$ cat src/fetch_pkg.sv
package fetch_pkg;

    // datapath widths
    localparam int xlen = 32;
    localparam int id_width = 64;

    // first fetch address and pc step
    localparam logic [xlen-1:0] reset_pc = 32'h0000_0000;
    localparam logic [xlen-1:0] inst_bytes = 32'd4;

    typedef enum logic [1:0] {
        wait_ready,
        wait_valid,
        fetched_wait_move
    } fetch_state_t;

    // source of the request address
    typedef enum logic [1:0] {
        sel_pc,
        sel_next,
        sel_target
    } pc_sel_t;

    typedef struct packed {
        logic            start;
        logic [xlen-1:0] addr;
    } mem_req_t;

    typedef struct packed {
        logic            ready;
        logic [xlen-1:0] data;
        logic            data_valid;
    } mem_rsp_t;

    typedef struct packed {
        logic            hazard;
        logic [xlen-1:0] target;
    } redirect_t;

    typedef struct packed {
        logic                valid;
        logic [xlen-1:0]     pc;
        logic [xlen-1:0]     inst;
        logic [id_width-1:0] inst_id;
    } fetch_out_t;

endpackage

$ cat src/isa_pkg.sv
package isa_pkg;

    // one rv32i word, read as i-type or as s/b-type
    typedef union packed {
        struct packed {
            logic [11:0] imm;
            logic [4:0]  rs1;
            logic [2:0]  funct3;
            logic [4:0]  rd;
            logic [6:0]  opcode;
        } i;
        struct packed {
            logic [6:0]  imm_hi;
            logic [4:0]  rs2;
            logic [4:0]  rs1;
            logic [2:0]  funct3;
            logic [4:0]  imm_lo;
            logic [6:0]  opcode;
        } s;
    } inst_word_u;

    // major opcodes
    localparam logic [6:0] op_lui    = 7'b0110111;
    localparam logic [6:0] op_auipc  = 7'b0010111;
    localparam logic [6:0] op_jal    = 7'b1101111;
    localparam logic [6:0] op_jalr   = 7'b1100111;
    localparam logic [6:0] op_branch = 7'b1100011;
    localparam logic [6:0] op_load   = 7'b0000011;
    localparam logic [6:0] op_store  = 7'b0100011;
    localparam logic [6:0] op_imm    = 7'b0010011;
    localparam logic [6:0] op_reg    = 7'b0110011;

    typedef enum logic [2:0] {
        alu,
        load,
        store,
        branch,
        jump,
        upper,
        illegal
    } inst_class_t;

    typedef struct packed {
        inst_class_t inst_class;
        logic [4:0]  rd;
        logic [4:0]  rs1;
        logic [4:0]  rs2;
        logic [31:0] imm;
    } predecode_t;

endpackage

$ cat src/fetch_ctrl.sv
`timescale 1ns/10ps

module fetch_ctrl (
    input  logic               clk,
    input  logic               rst_n,
    input  logic               mem_ready,
    input  logic               mem_data_valid,
    input  logic               stall,
    input  logic               hazard,
    output logic               start,
    output logic               advance,
    output logic               redirect_take,
    output logic               capture,
    output logic               use_held,
    output logic               valid,
    output fetch_pkg::pc_sel_t pc_sel
);
    import fetch_pkg::*;

    fetch_state_t state;
    fetch_state_t state_next;
    logic         delivered;

    // word arrives for the request in flight, not dropped by a redirect
    assign delivered = (state == wait_valid) && mem_data_valid && !hazard;

    assign advance       = delivered;
    assign redirect_take = hazard;
    // only a stalled delivery needs the copy
    assign capture       = delivered && stall;
    assign use_held      = (state == fetched_wait_move);
    assign valid         = !hazard && (delivered || use_held);

    always_comb begin
        start      = 1'b0;
        pc_sel     = sel_pc;
        state_next = state;
        if (hazard) begin
            // restart at the target, the item in flight is dropped
            start      = 1'b1;
            pc_sel     = sel_target;
            state_next = mem_ready ? wait_valid : wait_ready;
        end else begin
            case (state)
                wait_ready: begin
                    start = 1'b1;
                    if (mem_ready) begin
                        state_next = wait_valid;
                    end
                end
                wait_valid: begin
                    pc_sel = sel_next;
                    if (mem_data_valid) begin
                        // next request overlaps this delivery
                        start = !stall;
                        if (stall) begin
                            state_next = fetched_wait_move;
                        end else begin
                            state_next = mem_ready ? wait_valid : wait_ready;
                        end
                    end
                end
                fetched_wait_move: begin
                    // pc already points past the held word
                    start = !stall;
                    if (!stall) begin
                        state_next = mem_ready ? wait_valid : wait_ready;
                    end
                end
                default: begin
                    state_next = wait_ready;
                end
            endcase
        end
    end

    always_ff @(posedge clk or negedge rst_n) begin
        if (!rst_n) begin
            state <= wait_ready;
        end else begin
            state <= state_next;
        end
    end

    a_no_valid_on_hazard: assert property (
        @(posedge clk) disable iff (!rst_n) hazard |-> !valid
    );

    a_start_known: assert property (
        @(posedge clk) disable iff (!rst_n) !$isunknown(start)
    );

endmodule

$ cat src/pc_gen.sv
`timescale 1ns/10ps

module pc_gen (
    input  logic                           clk,
    input  logic                           rst_n,
    input  fetch_pkg::pc_sel_t             pc_sel,
    input  logic                           advance,
    input  logic                           redirect_take,
    input  logic [fetch_pkg::xlen-1:0]     target,
    output logic [fetch_pkg::xlen-1:0]     addr,
    output logic [fetch_pkg::xlen-1:0]     pc,
    output logic [fetch_pkg::id_width-1:0] inst_id
);
    import fetch_pkg::*;

    logic [xlen-1:0] pc_next;

    assign pc_next = pc + inst_bytes;

    always_comb begin
        case (pc_sel)
            sel_next:   addr = pc_next;
            sel_target: addr = target;
            default:    addr = pc;
        endcase
    end

    // id steps on every new fetch attempt, so redirects get fresh ids too
    always_ff @(posedge clk or negedge rst_n) begin
        if (!rst_n) begin
            pc      <= reset_pc;
            inst_id <= '0;
        end else if (redirect_take) begin
            pc      <= target;
            inst_id <= inst_id + 1'b1;
        end else if (advance) begin
            pc      <= pc_next;
            inst_id <= inst_id + 1'b1;
        end
    end

    a_pc_aligned: assert property (
        @(posedge clk) disable iff (!rst_n) pc[1:0] == 2'b00
    );

endmodule

$ cat src/fetch_hold.sv
`timescale 1ns/10ps

module fetch_hold (
    input  logic                           clk,
    input  logic                           rst_n,
    input  logic                           capture,
    input  logic                           use_held,
    input  logic [fetch_pkg::xlen-1:0]     live_pc,
    input  logic [fetch_pkg::xlen-1:0]     live_inst,
    input  logic [fetch_pkg::id_width-1:0] live_id,
    output logic [fetch_pkg::xlen-1:0]     pc,
    output logic [fetch_pkg::xlen-1:0]     inst,
    output logic [fetch_pkg::id_width-1:0] inst_id
);
    import fetch_pkg::*;

    logic [xlen-1:0]     held_pc;
    logic [xlen-1:0]     held_inst;
    logic [id_width-1:0] held_id;

    always_ff @(posedge clk) begin
        if (capture) begin
            held_pc   <= live_pc;
            held_inst <= live_inst;
            held_id   <= live_id;
        end
    end

    assign pc      = use_held ? held_pc   : live_pc;
    assign inst    = use_held ? held_inst : live_inst;
    assign inst_id = use_held ? held_id   : live_id;

    // decode must see the same item for the whole stall
    a_held_stable: assert property (
        @(posedge clk) disable iff (!rst_n)
        use_held ##1 use_held |-> $stable({held_pc, held_inst, held_id})
    );

endmodule

$ cat src/inst_predecode.sv
`timescale 1ns/10ps

module inst_predecode (
    input  logic [31:0]         inst,
    output isa_pkg::predecode_t pre
);
    import isa_pkg::*;

    inst_word_u w;

    assign w = inst;

    // register fields go out raw, decode ignores the ones a format lacks
    assign pre.rd  = w.i.rd;
    assign pre.rs1 = w.i.rs1;
    assign pre.rs2 = w.s.rs2;

    always_comb begin
        case (w.i.opcode)
            op_imm, op_load: begin
                pre.inst_class = (w.i.opcode == op_load) ? load : alu;
                pre.imm        = {{20{w.i.imm[11]}}, w.i.imm};
            end
            op_reg: begin
                pre.inst_class = alu;
                pre.imm        = '0;
            end
            op_store: begin
                pre.inst_class = store;
                pre.imm        = {{20{w.s.imm_hi[6]}}, w.s.imm_hi, w.s.imm_lo};
            end
            op_branch: begin
                pre.inst_class = branch;
                pre.imm        = {{19{w.s.imm_hi[6]}}, w.s.imm_hi[6], w.s.imm_lo[0],
                                  w.s.imm_hi[5:0], w.s.imm_lo[4:1], 1'b0};
            end
            op_jalr: begin
                pre.inst_class = jump;
                pre.imm        = {{20{w.i.imm[11]}}, w.i.imm};
            end
            op_jal: begin
                // j-type bits scattered over the i-type fields
                pre.inst_class = jump;
                pre.imm        = {{11{w.i.imm[11]}}, w.i.imm[11], w.i.rs1, w.i.funct3,
                                  w.i.imm[0], w.i.imm[10:1], 1'b0};
            end
            op_lui, op_auipc: begin
                pre.inst_class = upper;
                pre.imm        = {w.i.imm, w.i.rs1, w.i.funct3, 12'b0};
            end
            default: begin
                pre.inst_class = illegal;
                pre.imm        = '0;
            end
        endcase
    end

endmodule

$ cat src/fetch_unit.sv
`timescale 1ns/10ps

module fetch_unit (
    input  logic                  clk,
    input  logic                  rst_n,
    output fetch_pkg::mem_req_t   mem_req,
    input  fetch_pkg::mem_rsp_t   mem_rsp,
    input  fetch_pkg::redirect_t  redirect,
    input  logic                  stall,
    output fetch_pkg::fetch_out_t fetch_out,
    output isa_pkg::predecode_t   pre
);
    import fetch_pkg::*;

    pc_sel_t             pc_sel;
    logic                start;
    logic                advance;
    logic                redirect_take;
    logic                capture;
    logic                use_held;
    logic                out_valid;
    logic [xlen-1:0]     req_addr;
    logic [xlen-1:0]     cur_pc;
    logic [id_width-1:0] cur_id;
    logic [xlen-1:0]     out_pc;
    logic [xlen-1:0]     out_inst;
    logic [id_width-1:0] out_id;

    assign mem_req   = '{start: start, addr: req_addr};
    assign fetch_out = '{valid: out_valid, pc: out_pc, inst: out_inst, inst_id: out_id};

    fetch_ctrl u_ctrl (
        .clk            (clk),
        .rst_n          (rst_n),
        .mem_ready      (mem_rsp.ready),
        .mem_data_valid (mem_rsp.data_valid),
        .stall          (stall),
        .hazard         (redirect.hazard),
        .start          (start),
        .advance        (advance),
        .redirect_take  (redirect_take),
        .capture        (capture),
        .use_held       (use_held),
        .valid          (out_valid),
        .pc_sel         (pc_sel)
    );

    pc_gen u_pc (
        .clk           (clk),
        .rst_n         (rst_n),
        .pc_sel        (pc_sel),
        .advance       (advance),
        .redirect_take (redirect_take),
        .target        (redirect.target),
        .addr          (req_addr),
        .pc            (cur_pc),
        .inst_id       (cur_id)
    );

    fetch_hold u_hold (
        .clk       (clk),
        .rst_n     (rst_n),
        .capture   (capture),
        .use_held  (use_held),
        .live_pc   (cur_pc),
        .live_inst (mem_rsp.data),
        .live_id   (cur_id),
        .pc        (out_pc),
        .inst      (out_inst),
        .inst_id   (out_id)
    );

    inst_predecode u_predecode (
        .inst (out_inst),
        .pre  (pre)
    );

endmodule

$ cat config.mk
export PLATFORM = sky130hd
export DESIGN_NAME = fetch_unit
export DESIGN_NICKNAME = d
export VERILOG_FILES = /design/src/fetch_pkg.sv /design/src/isa_pkg.sv /design/src/fetch_ctrl.sv /design/src/pc_gen.sv /design/src/fetch_hold.sv /design/src/inst_predecode.sv /design/src/fetch_unit.sv
export SDC_FILE = /design/constraint.sdc
export NUM_CORES = 1
export LEC_CHECK = 0
export BUFFER_PORTS_ARGS = -buffer_cell sky130_fd_sc_hd__buf_2
export CAP_MARGIN = 15
export CORE_MARGIN = 4
export CORE_UTILIZATION = 59
export DETAILED_ROUTE_END_ITERATION = 12
export GPL_ROUTABILITY_DRIVEN = 0
export PLACE_DENSITY_LB_ADDON = 0.15
export REMOVE_ABC_BUFFERS = 1
export SYNTH_ARGS = -nofsm -noshare
export SYNTH_HDL_FRONTEND = slang
export SYNTH_HIERARCHICAL = 1
export SYNTH_SLANG_ARGS = --single-unit
export TNS_END_PERCENT = 20
$ cat constraint.sdc
create_clock -name clk -period 6.3 [get_ports clk]
set_input_delay 1.26 -clock clk [delete_from_list [all_inputs] [get_ports clk]]
set_output_delay 1.26 -clock clk [all_outputs]
set_load 0.05 [all_outputs]
==> results of run 1 <==
## sequential cells by signal, indices dropped and copies added, names as in the netlist
| name | count |
|---|---|
| u_hold/held_pc | 32 |
| u_hold/held_inst | 32 |
| u_ctrl/state | 2 |
| u_hold/held_id | 64 |
| u_pc/pc | 32 |
| u_pc/inst_id | 64 |
## worst min-delay path by stage
stage,slack [ns],startpoint,depth (start not counted),end
after floorplan,0.45,u_pc/inst_id[63]$_DFFE_PN0N_,1,u_pc/inst_id[63]$_DFFE_PN0N_
after global placement,0.48,u_pc/inst_id[21]$_DFFE_PN0N_,0,u_hold/held_id[21]$_DFFE_PP_
after detailed placement,0.49,u_pc/inst_id[41]$_DFFE_PN0N_,0,u_hold/held_id[41]$_DFFE_PP_
after CTS,0.51,u_pc/inst_id[63]$_DFFE_PN0N_,1,u_pc/inst_id[63]$_DFFE_PN0N_
after global routing,0.52,u_pc/inst_id[63]$_DFFE_PN0N_,1,u_pc/inst_id[63]$_DFFE_PN0N_
final,0.51,u_pc/inst_id[63]$_DFFE_PN0N_,1,u_pc/inst_id[63]$_DFFE_PN0N_
## metal layers
layer	part of all wire [%]	wire, um
met1	44	13060
met2	47	13960
met3	6.9	2070
met4	2.5	759
met5	0	0
## report_power, final
group          internal [mW]  switching (mW)  leakage (nW)  total (mW)
clock                  0.929           0.576         0.418        1.51
combinational          0.234           0.628          3.42       0.862
sequential              1.64          0.0869          2.33        1.72
## cells by family (layout without fill, tap and decap cells)
group / count (synthesis) / count (layout) / share of synthesized area, %
buffers and inverters: 109 / 367 / 5.386
AO/OA/AOI/OAI: 133 / 133 / 8.273
flip-flops: 226 / 226 / 51.52
XOR/XNOR: 92 / 92 / 6.594
AND/OR/NAND/NOR: 313 / 313 / 13.40
adder cells (fa/ha/maj): 4 / 4 / 0.4096
multiplexers: 158 / 158 / 14.42
## per-stage QoR
step           hold WS, ns  setup WS [ns]  util, %
2_1_floorplan       0.4546        -0.8342        -
3_3_place_gp        0.4769          1.525    66.59
3_5_place_dp        0.4939          1.442    66.59
4_1_cts             0.5100          1.353    70.80
5_1_grt             0.5163          1.227    70.83
6_report            0.5079          1.377    70.83
## critical path, delay by kind of cell (launching register included)
family,cells,cell delay [ns]
AO/OA/AOI/OAI,2,0.80
AND/OR/NAND/NOR,1,0.21
buffers and inverters,4,1.28
multiplexers,1,0.38
flip-flops,1,0.40
## cell usage in the layout, fill, tap and decap left out, types with 29 or more instances in the layout
cell type / instances
sky130_fd_sc_hd__xor2_1: 55
sky130_fd_sc_hd__o21ai_0: 51
sky130_fd_sc_hd__dfrtp_1: 98
sky130_fd_sc_hd__mux2_2: 140
sky130_fd_sc_hd__nand3_1: 45
sky130_fd_sc_hd__xnor2_1: 37
sky130_fd_sc_hd__nand4_1: 40
sky130_fd_sc_hd__inv_1: 29
sky130_fd_sc_hd__nand2_1: 76
sky130_fd_sc_hd__edfxtp_1: 128
sky130_fd_sc_hd__nor2_1: 71
sky130_fd_sc_hd__buf_2: 280
## cell type report
class	instances	area, um2	share of cell area, %
repair buffers	293	1499	10.42
clock inverters	18	225.2	1.566
well taps	270	337.8	2.349
multi-input cells	700	5276	36.70
flip-flops and latches	226	6296	43.79
inverters	30	115.1	0.8006
clock buffers	26	629.4	4.377
==> qor.log, run 1 <==
qor: worst_setup_path.cp-start-kind flop
qor: placement.dp.cells 1518
qor: outcome.status finished, final reports clean
qor: power_and_ir_drop.total_power 4.091 mW
qor: global_route.grt_antenna_before_repair 0
qor: sta.grt_setup_unrepaired false
qor: detailed_routing.routed_via_density 5.864
qor: global_route.global_route.usage.met2 40.66%
qor: power_and_ir_drop.p_leak 6.172 nW
qor: clock_tree.worst_skew_pair.late_latency 0.51 ns
qor: synth.netlist_instances 1035
qor: synth.synth-seq-area-share 51.52%
qor: layout.post_layout_nonfiller_instances 1563
qor: clock_tree.ctsLongestPathBuffers 3
qor: global_route.gr-usage-met3 4.039%
qor: worst_setup_path.startpoint_of_the_worst_setup_timing_path u_ctrl/state[0]$_DFFE_PN0P_
qor: clock_tree.post-cts-setup-buffer-count 0
qor: worst_setup_path.crit_fanout 54
qor: synth.yosys.cell_types.count 69
qor: detailed_routing.number_of_remaining_drc_errors 0
qor: layout.nets 1349
qor: floorplan.floorplan.die.height 151.9 um
qor: floorplan.design.core.area 20300 um2
qor: global_route.global_route.usage.total 25.25%
qor: worst_setup_path.regToRegStartpoint u_ctrl/state[1]$_DFFE_PN0P_
qor: global_route.global_route.peak_usage_layer met2
qor: global_route.use_met1 35.71%
qor: sta.max-slew-margin-rel 36.83%
qor: synth.synth.largest_area_cell sky130_fd_sc_hd__edfxtp_1
qor: worst_setup_path.worst-endpoint-arrival 3.66 ns
qor: worst_setup_path.r2r.worst_path.cells 8
qor: layout.layout-area-overhead-vs-synth 17.66%
qor: sta.period_needed 4.923 ns
qor: clock_tree.numClockSinks 226
qor: detailed_routing.drtPass1Iterations 5
qor: synth.synth_largest_type_area_fraction 31.45%
qor: worst_setup_path.timing.critical_path.required 5.04 ns
qor: synth.synthMostInstantiatedCell sky130_fd_sc_hd__mux2_2
qor: worst_setup_path.cp_slowest_cell sky130_fd_sc_hd__buf_4
qor: worst_setup_path.setup.worst_path.end_class primary output
qor: clock_tree.cts-resized-gates 0
qor: global_route.pin_count_of_the_biggest_net_entering_global_routing 70
qor: clock_tree.clock_tree.root_cell sky130_fd_sc_hd__clkbuf_16
qor: clock_tree.ctsHtreeMaxLevel 1
qor: synth.ys_top_cells_by_area sky130_fd_sc_hd__edfxtp_1 (31%), sky130_fd_sc_hd__dfrtp_1 (20%), sky130_fd_sc_hd__mux2_2 (13%)
qor: worst_setup_path.setup_crit_path_kind flop to primary output
qor: detailed_routing.postRouteWirelength 29.85 mm
qor: power_and_ir_drop.power-per-cell-area 284.5 nW/um2
qor: clock_tree.clock_tree_from_tritoncts done
qor: sta.slew_viol_final 0
qor: synth.post_synth_instance_area 12220 um2
qor: synth.syn_area_per_cell 11.81 um2
qor: sta.timing.final.hold_violations 0
qor: clock_tree.cts_hold_buffers 0
qor: placement.placed_area 13520 um2
qor: synth.synth-edff-count 128
qor: placement.detailed_place_hpwl 20.68 mm
qor: synth.yosys-top-cells-count sky130_fd_sc_hd__mux2_2 (140), sky130_fd_sc_hd__edfxtp_1 (128), sky130_fd_sc_hd__dfrtp_1 (98)
qor: sta.final_cycle_utilization_of_the_critical_path 78.15%
qor: worst_setup_path.critical_path_endpoint pre[18]
qor: detailed_routing.drtIter0Drc 719
qor: detailed_routing.wl_per_cell 19.10 um
qor: floorplan.initial_utilization 60.20%
qor: worst_setup_path.critical_path.cell_chain nand2b_1, inv_4, buf_4, mux2_2, inv_1, a2111oi_4, a21o_1, buf_2
qor: floorplan.io-pin-count 282
qor: synth.synth_async_sr_flop_share 43.36%
qor: synth.synth_seq_cells 226
qor: sta.max_clock_freq 203.1 MHz
qor: layout.antenna-diode-count 0
qor: floorplan.chipWidth 151.9 um
qor: worst_setup_path.r2r_end u_pc/inst_id[49]$_DFFE_PN0N_
qor: detailed_routing.num_vias 9166
qor: worst_setup_path.critPathMaxStageDelay 0.67 ns
qor: global_route.globalRouteOverflowTotal 0
qor: synth.synth_top_flop_cell sky130_fd_sc_hd__edfxtp_1
qor: worst_setup_path.r2r_setup_slack 3.12 ns
qor: clock_tree.cts_buf_count 24
qor: min_path.hold_path_class flop to flop
qor: layout.post_route_cells_drive_above_1_share 39.37%
qor: synth.yosys_synthesis_warning_count 6
qor: sta.fin_setup_tns 0 ns
qor: global_route.grt_pass1_wl 48.81 mm
qor: detailed_routing.postRouteAntennaNets 0
qor: layout.final_design_area_no_fill 14380 um2
qor: global_route.grt_pass1_vias 9079
qor: flow_run.cap_viol_max_count 0
qor: sta.setup_viol 0
qor: layout.fill_cells 1530
qor: clock_tree.reg_clk_slew_reported_paths 0.06 ns
qor: sta.worst-slew-pin-transition 0.9433 ns
qor: floorplan.placementRows 52
qor: sta.worst_clock_skew 0.01195 ns
qor: floorplan.die_area 23080 um2
qor: placement.port_buffers 281
qor: power_and_ir_drop.max-vdd-ir-drop 0.1890 mV
No activity file was read; power rests on OpenSTA's default activity.
==> run 2: changes to the inputs <==
CORE_UTILIZATION = 49   (was 59)
clock period = 4.15 ns   (was 6.3 ns; I/O delays follow)
==> run 2 against run 1 <==
Non-clock buffer count rose by 6. Register-to-register slack got worse by 1.7 ns. Largest power group unchanged. Critical path type unchanged. First-iteration DRC count fell by 16%. Critical endpoint is now pre[4].
==> qor.log, run 2 (synthesis gave the netlist of run 1 again) <==
qor: clock_tree.clock_tree.root_cell sky130_fd_sc_hd__clkbuf_16
qor: worst_setup_path.critPathMaxStageDelay 0.56 ns [-0.11 ns]
qor: layout.nets 1356 [+0.52%]
qor: worst_setup_path.cp_slowest_cell sky130_fd_sc_hd__or4_1
qor: detailed_routing.number_of_remaining_drc_errors 0 [unchanged]
qor: sta.period_needed 4.004 ns
qor: min_path.hold_path_class input pin to async pin
qor: layout.final_design_area_no_fill 14480 um2 [+0.70%]
qor: floorplan.die_area 27530 um2 [+19%]
qor: worst_setup_path.cp-start-kind flop
qor: global_route.grt_pass1_wl 49.05 mm [+0.48%]
qor: worst_setup_path.timing.critical_path.required 3.32 ns [-1.72 ns]
qor: worst_setup_path.worst-endpoint-arrival 3.17 ns [-0.49 ns]
qor: layout.largest_registers u_hold/held_id: 64 flops, u_pc/inst_id: 64 flops
qor: sta.timing.final.hold_violations 0 [unchanged]
qor: clock_tree.cts_buf_count 25 [+4.2%]
qor: layout.final_common_cell sky130_fd_sc_hd__buf_2
qor: outcome.status finished, final reports clean
qor: worst_setup_path.worst-path-buf-inv 2 [-2]
qor: layout.layout-area-overhead-vs-synth 18.49%
qor: flow_run.cap_viol_max_count 0 [unchanged]
qor: worst_setup_path.r2r_end u_pc/inst_id[63]$_DFFE_PN0N_
qor: global_route.global_route.usage.total 21.32% [-3.9 points]
qor: clock_tree.ctsLongestPathBuffers 3 [unchanged]
qor: detailed_routing.drtIter0Drc 602 [-16%]
qor: global_route.grt_antenna_before_repair 5 [+5]
qor: worst_setup_path.regToRegStartpoint u_ctrl/state[1]$_DFFE_PN0P_
qor: placement.detailed_place_hpwl 21.47 mm [+3.8%]
qor: sta.setup_ws_post_layout 0.1460 ns [-1.231 ns]
qor: floorplan.floorplan.die.height 165.9 um [+9.2%]
qor: floorplan.io-pin-count 282 [unchanged]
qor: power_and_ir_drop.max-vdd-ir-drop 0.2500 mV [+32%]
qor: placement.placed_area 13660 um2 [+1.1%]
qor: worst_setup_path.r2r.worst_path.cells 7 [-1]
qor: clock_tree.cts_hold_buffers 0 [unchanged]
qor: layout.post_route_cells_drive_above_1_share 39.31% [-0.058 points]
qor: worst_setup_path.crit_fanout 21 [-61%]
qor: clock_tree.worst_skew_pair.late_latency 0.51 ns [about the same]
qor: sta.hold_ws 0.3243 ns [-0.1836 ns]
qor: layout.final_cell_mix sky130_fd_sc_hd__buf_2 (278), sky130_fd_sc_hd__mux2_2 (140), sky130_fd_sc_hd__edfxtp_1 (128)
qor: power_and_ir_drop.p_leak 6.187 nW [+0.24%]
qor: global_route.grt_pass1_vias 8772 [-3.4%]
qor: worst_setup_path.critical_path.cell_chain nand2b_1, inv_6, mux2_2, or4_1, a21oi_2, a22o_1, buf_2
qor: placement.place_worst_setup_slack 0.4861 ns [-0.9557 ns]
qor: placement.port_buffers 281 [unchanged]
qor: sta.grt_setup_unrepaired false
qor: clock_tree.numClockSinks 226 [unchanged]
qor: sta.max_clock_freq 249.8 MHz
qor: worst_setup_path.critPathTopFamily simple AND/OR/NAND/NOR gates
qor: sta.slew_viol_final 0 [unchanged]
qor: sta.setup_viol 0 [unchanged]
qor: floorplan.initial_utilization 49.96% [-10 points]
qor: power_and_ir_drop.power-per-cell-area 418.1 nW/um2 [+47%]
qor: detailed_routing.postRouteWirelength 30.63 mm [+2.6%]
qor: worst_setup_path.setup_crit_path_kind flop to primary output
qor: sta.worst-slew-pin-transition 0.8694 ns [-0.07398 ns]
qor: worst_setup_path.r2r_setup_slack 1.40 ns [-1.72 ns]
qor: clock_tree.clock_tree_from_tritoncts done
qor: worst_setup_path.setup.worst_path.end_class primary output
qor: clock_tree.post-cts-setup-buffer-count 0 [unchanged]
qor: sta.max-slew-margin-rel 42.04% [+5.2 points]
qor: floorplan.design.core.area 24460 um2 [+21%]
qor: detailed_routing.num_vias 9103 [-0.69%]
qor: detailed_routing.drtPass1Iterations 5 [unchanged]
qor: detailed_routing.wl_per_cell 18.81 um [-1.5%]
qor: clock_tree.ctsHtreeMaxLevel 1 [unchanged]
qor: clock_tree.reg_clk_slew_reported_paths 0.06 ns [about the same]
qor: sta.final_cycle_utilization_of_the_critical_path 96.48%
qor: floorplan.placementRows 57 [+9.6%]
qor: global_route.globalRouteOverflowTotal 0 [unchanged]
qor: detailed_routing.postRouteAntennaNets 0 [unchanged]
qor: global_route.pin_count_of_the_biggest_net_entering_global_routing 66 [-5.7%]
qor: floorplan.chipWidth 165.9 um [+9.2%]
qor: sta.worst_clock_skew 0.01779 ns [+0.005832 ns]
qor: detailed_routing.routed_via_density 5.592 [-4.7%]
qor: sta.fin_setup_tns 0 ns [unchanged]
==> run 2: worst max-delay path by stage <==
stage / startpoint / end / slack, ns / cells after the start
after floorplan: u_ctrl/state[0]$_DFFE_PN0P_ / pre[10] / -2.55 / 6
after global placement: redirect[32] / mem_req[7] / 0.53 / 10
after detailed placement: redirect[32] / mem_req[7] / 0.49 / 10
after CTS: u_ctrl/state[0]$_DFFE_PN0P_ / pre[5] / 0.06 / 7
after global routing: u_ctrl/state[0]$_DFFE_PN0P_ / pre[2] / 0.01 / 7
final: u_ctrl/state[0]$_DFFE_PN0P_ / pre[4] / 0.15 / 7
==> run 2: metrics by stage <==
| stage | util (%) | total power [mW] | std cells |
|---|---|---|---|
| after floorplan | - | 3.608 | 956 |
| after global placement | 55.85 | 3.965 | 1579 |
| after detailed placement | 55.85 | 3.976 | 1579 |
| after CTS | 59.07 | 6.112 | 1624 |
| after global routing | 59.18 | 6.307 | 1627 |
| final | 59.19 | 6.054 | 1628 |
==> run 2: layer usage <==
layer / GRT usage (%) / up-vias / share of wire [%]
li1: - / 4299 / -
met1: 30.45 / 4462 / 45
met2: 33.97 / 294 / 47
met3: 4.023 / 44 / 5.6
met4: 5.201 / 4 / 2.0
met5: 0 / - / 0.069
==> run 2: report_power, final <==
part / internal, mW / switching (mW)
sequential: 2.49 / 0.128
clock: 1.26 / 0.862
combinational: 0.362 / 0.956
total: 4.11 / 1.95
==> run 2: area by class of cell <==
cell class                 instances  area (um2)
antenna                            4       10.01
multi-input combinational        700        5291
tap                              324       405.4
clock inverter                     7       61.31
inverter                          30       117.6
clock buffer                      38       724.4
timing repair buffer             299        1574
fill                            2058        9982
sequential                       226        6296
==> run 2: repair_timing <==
item                                    4_1_cts  5_1_grt
resized for setup                             1        5
endpoints found under the setup margin        2       12
gates cloned                                  0        0
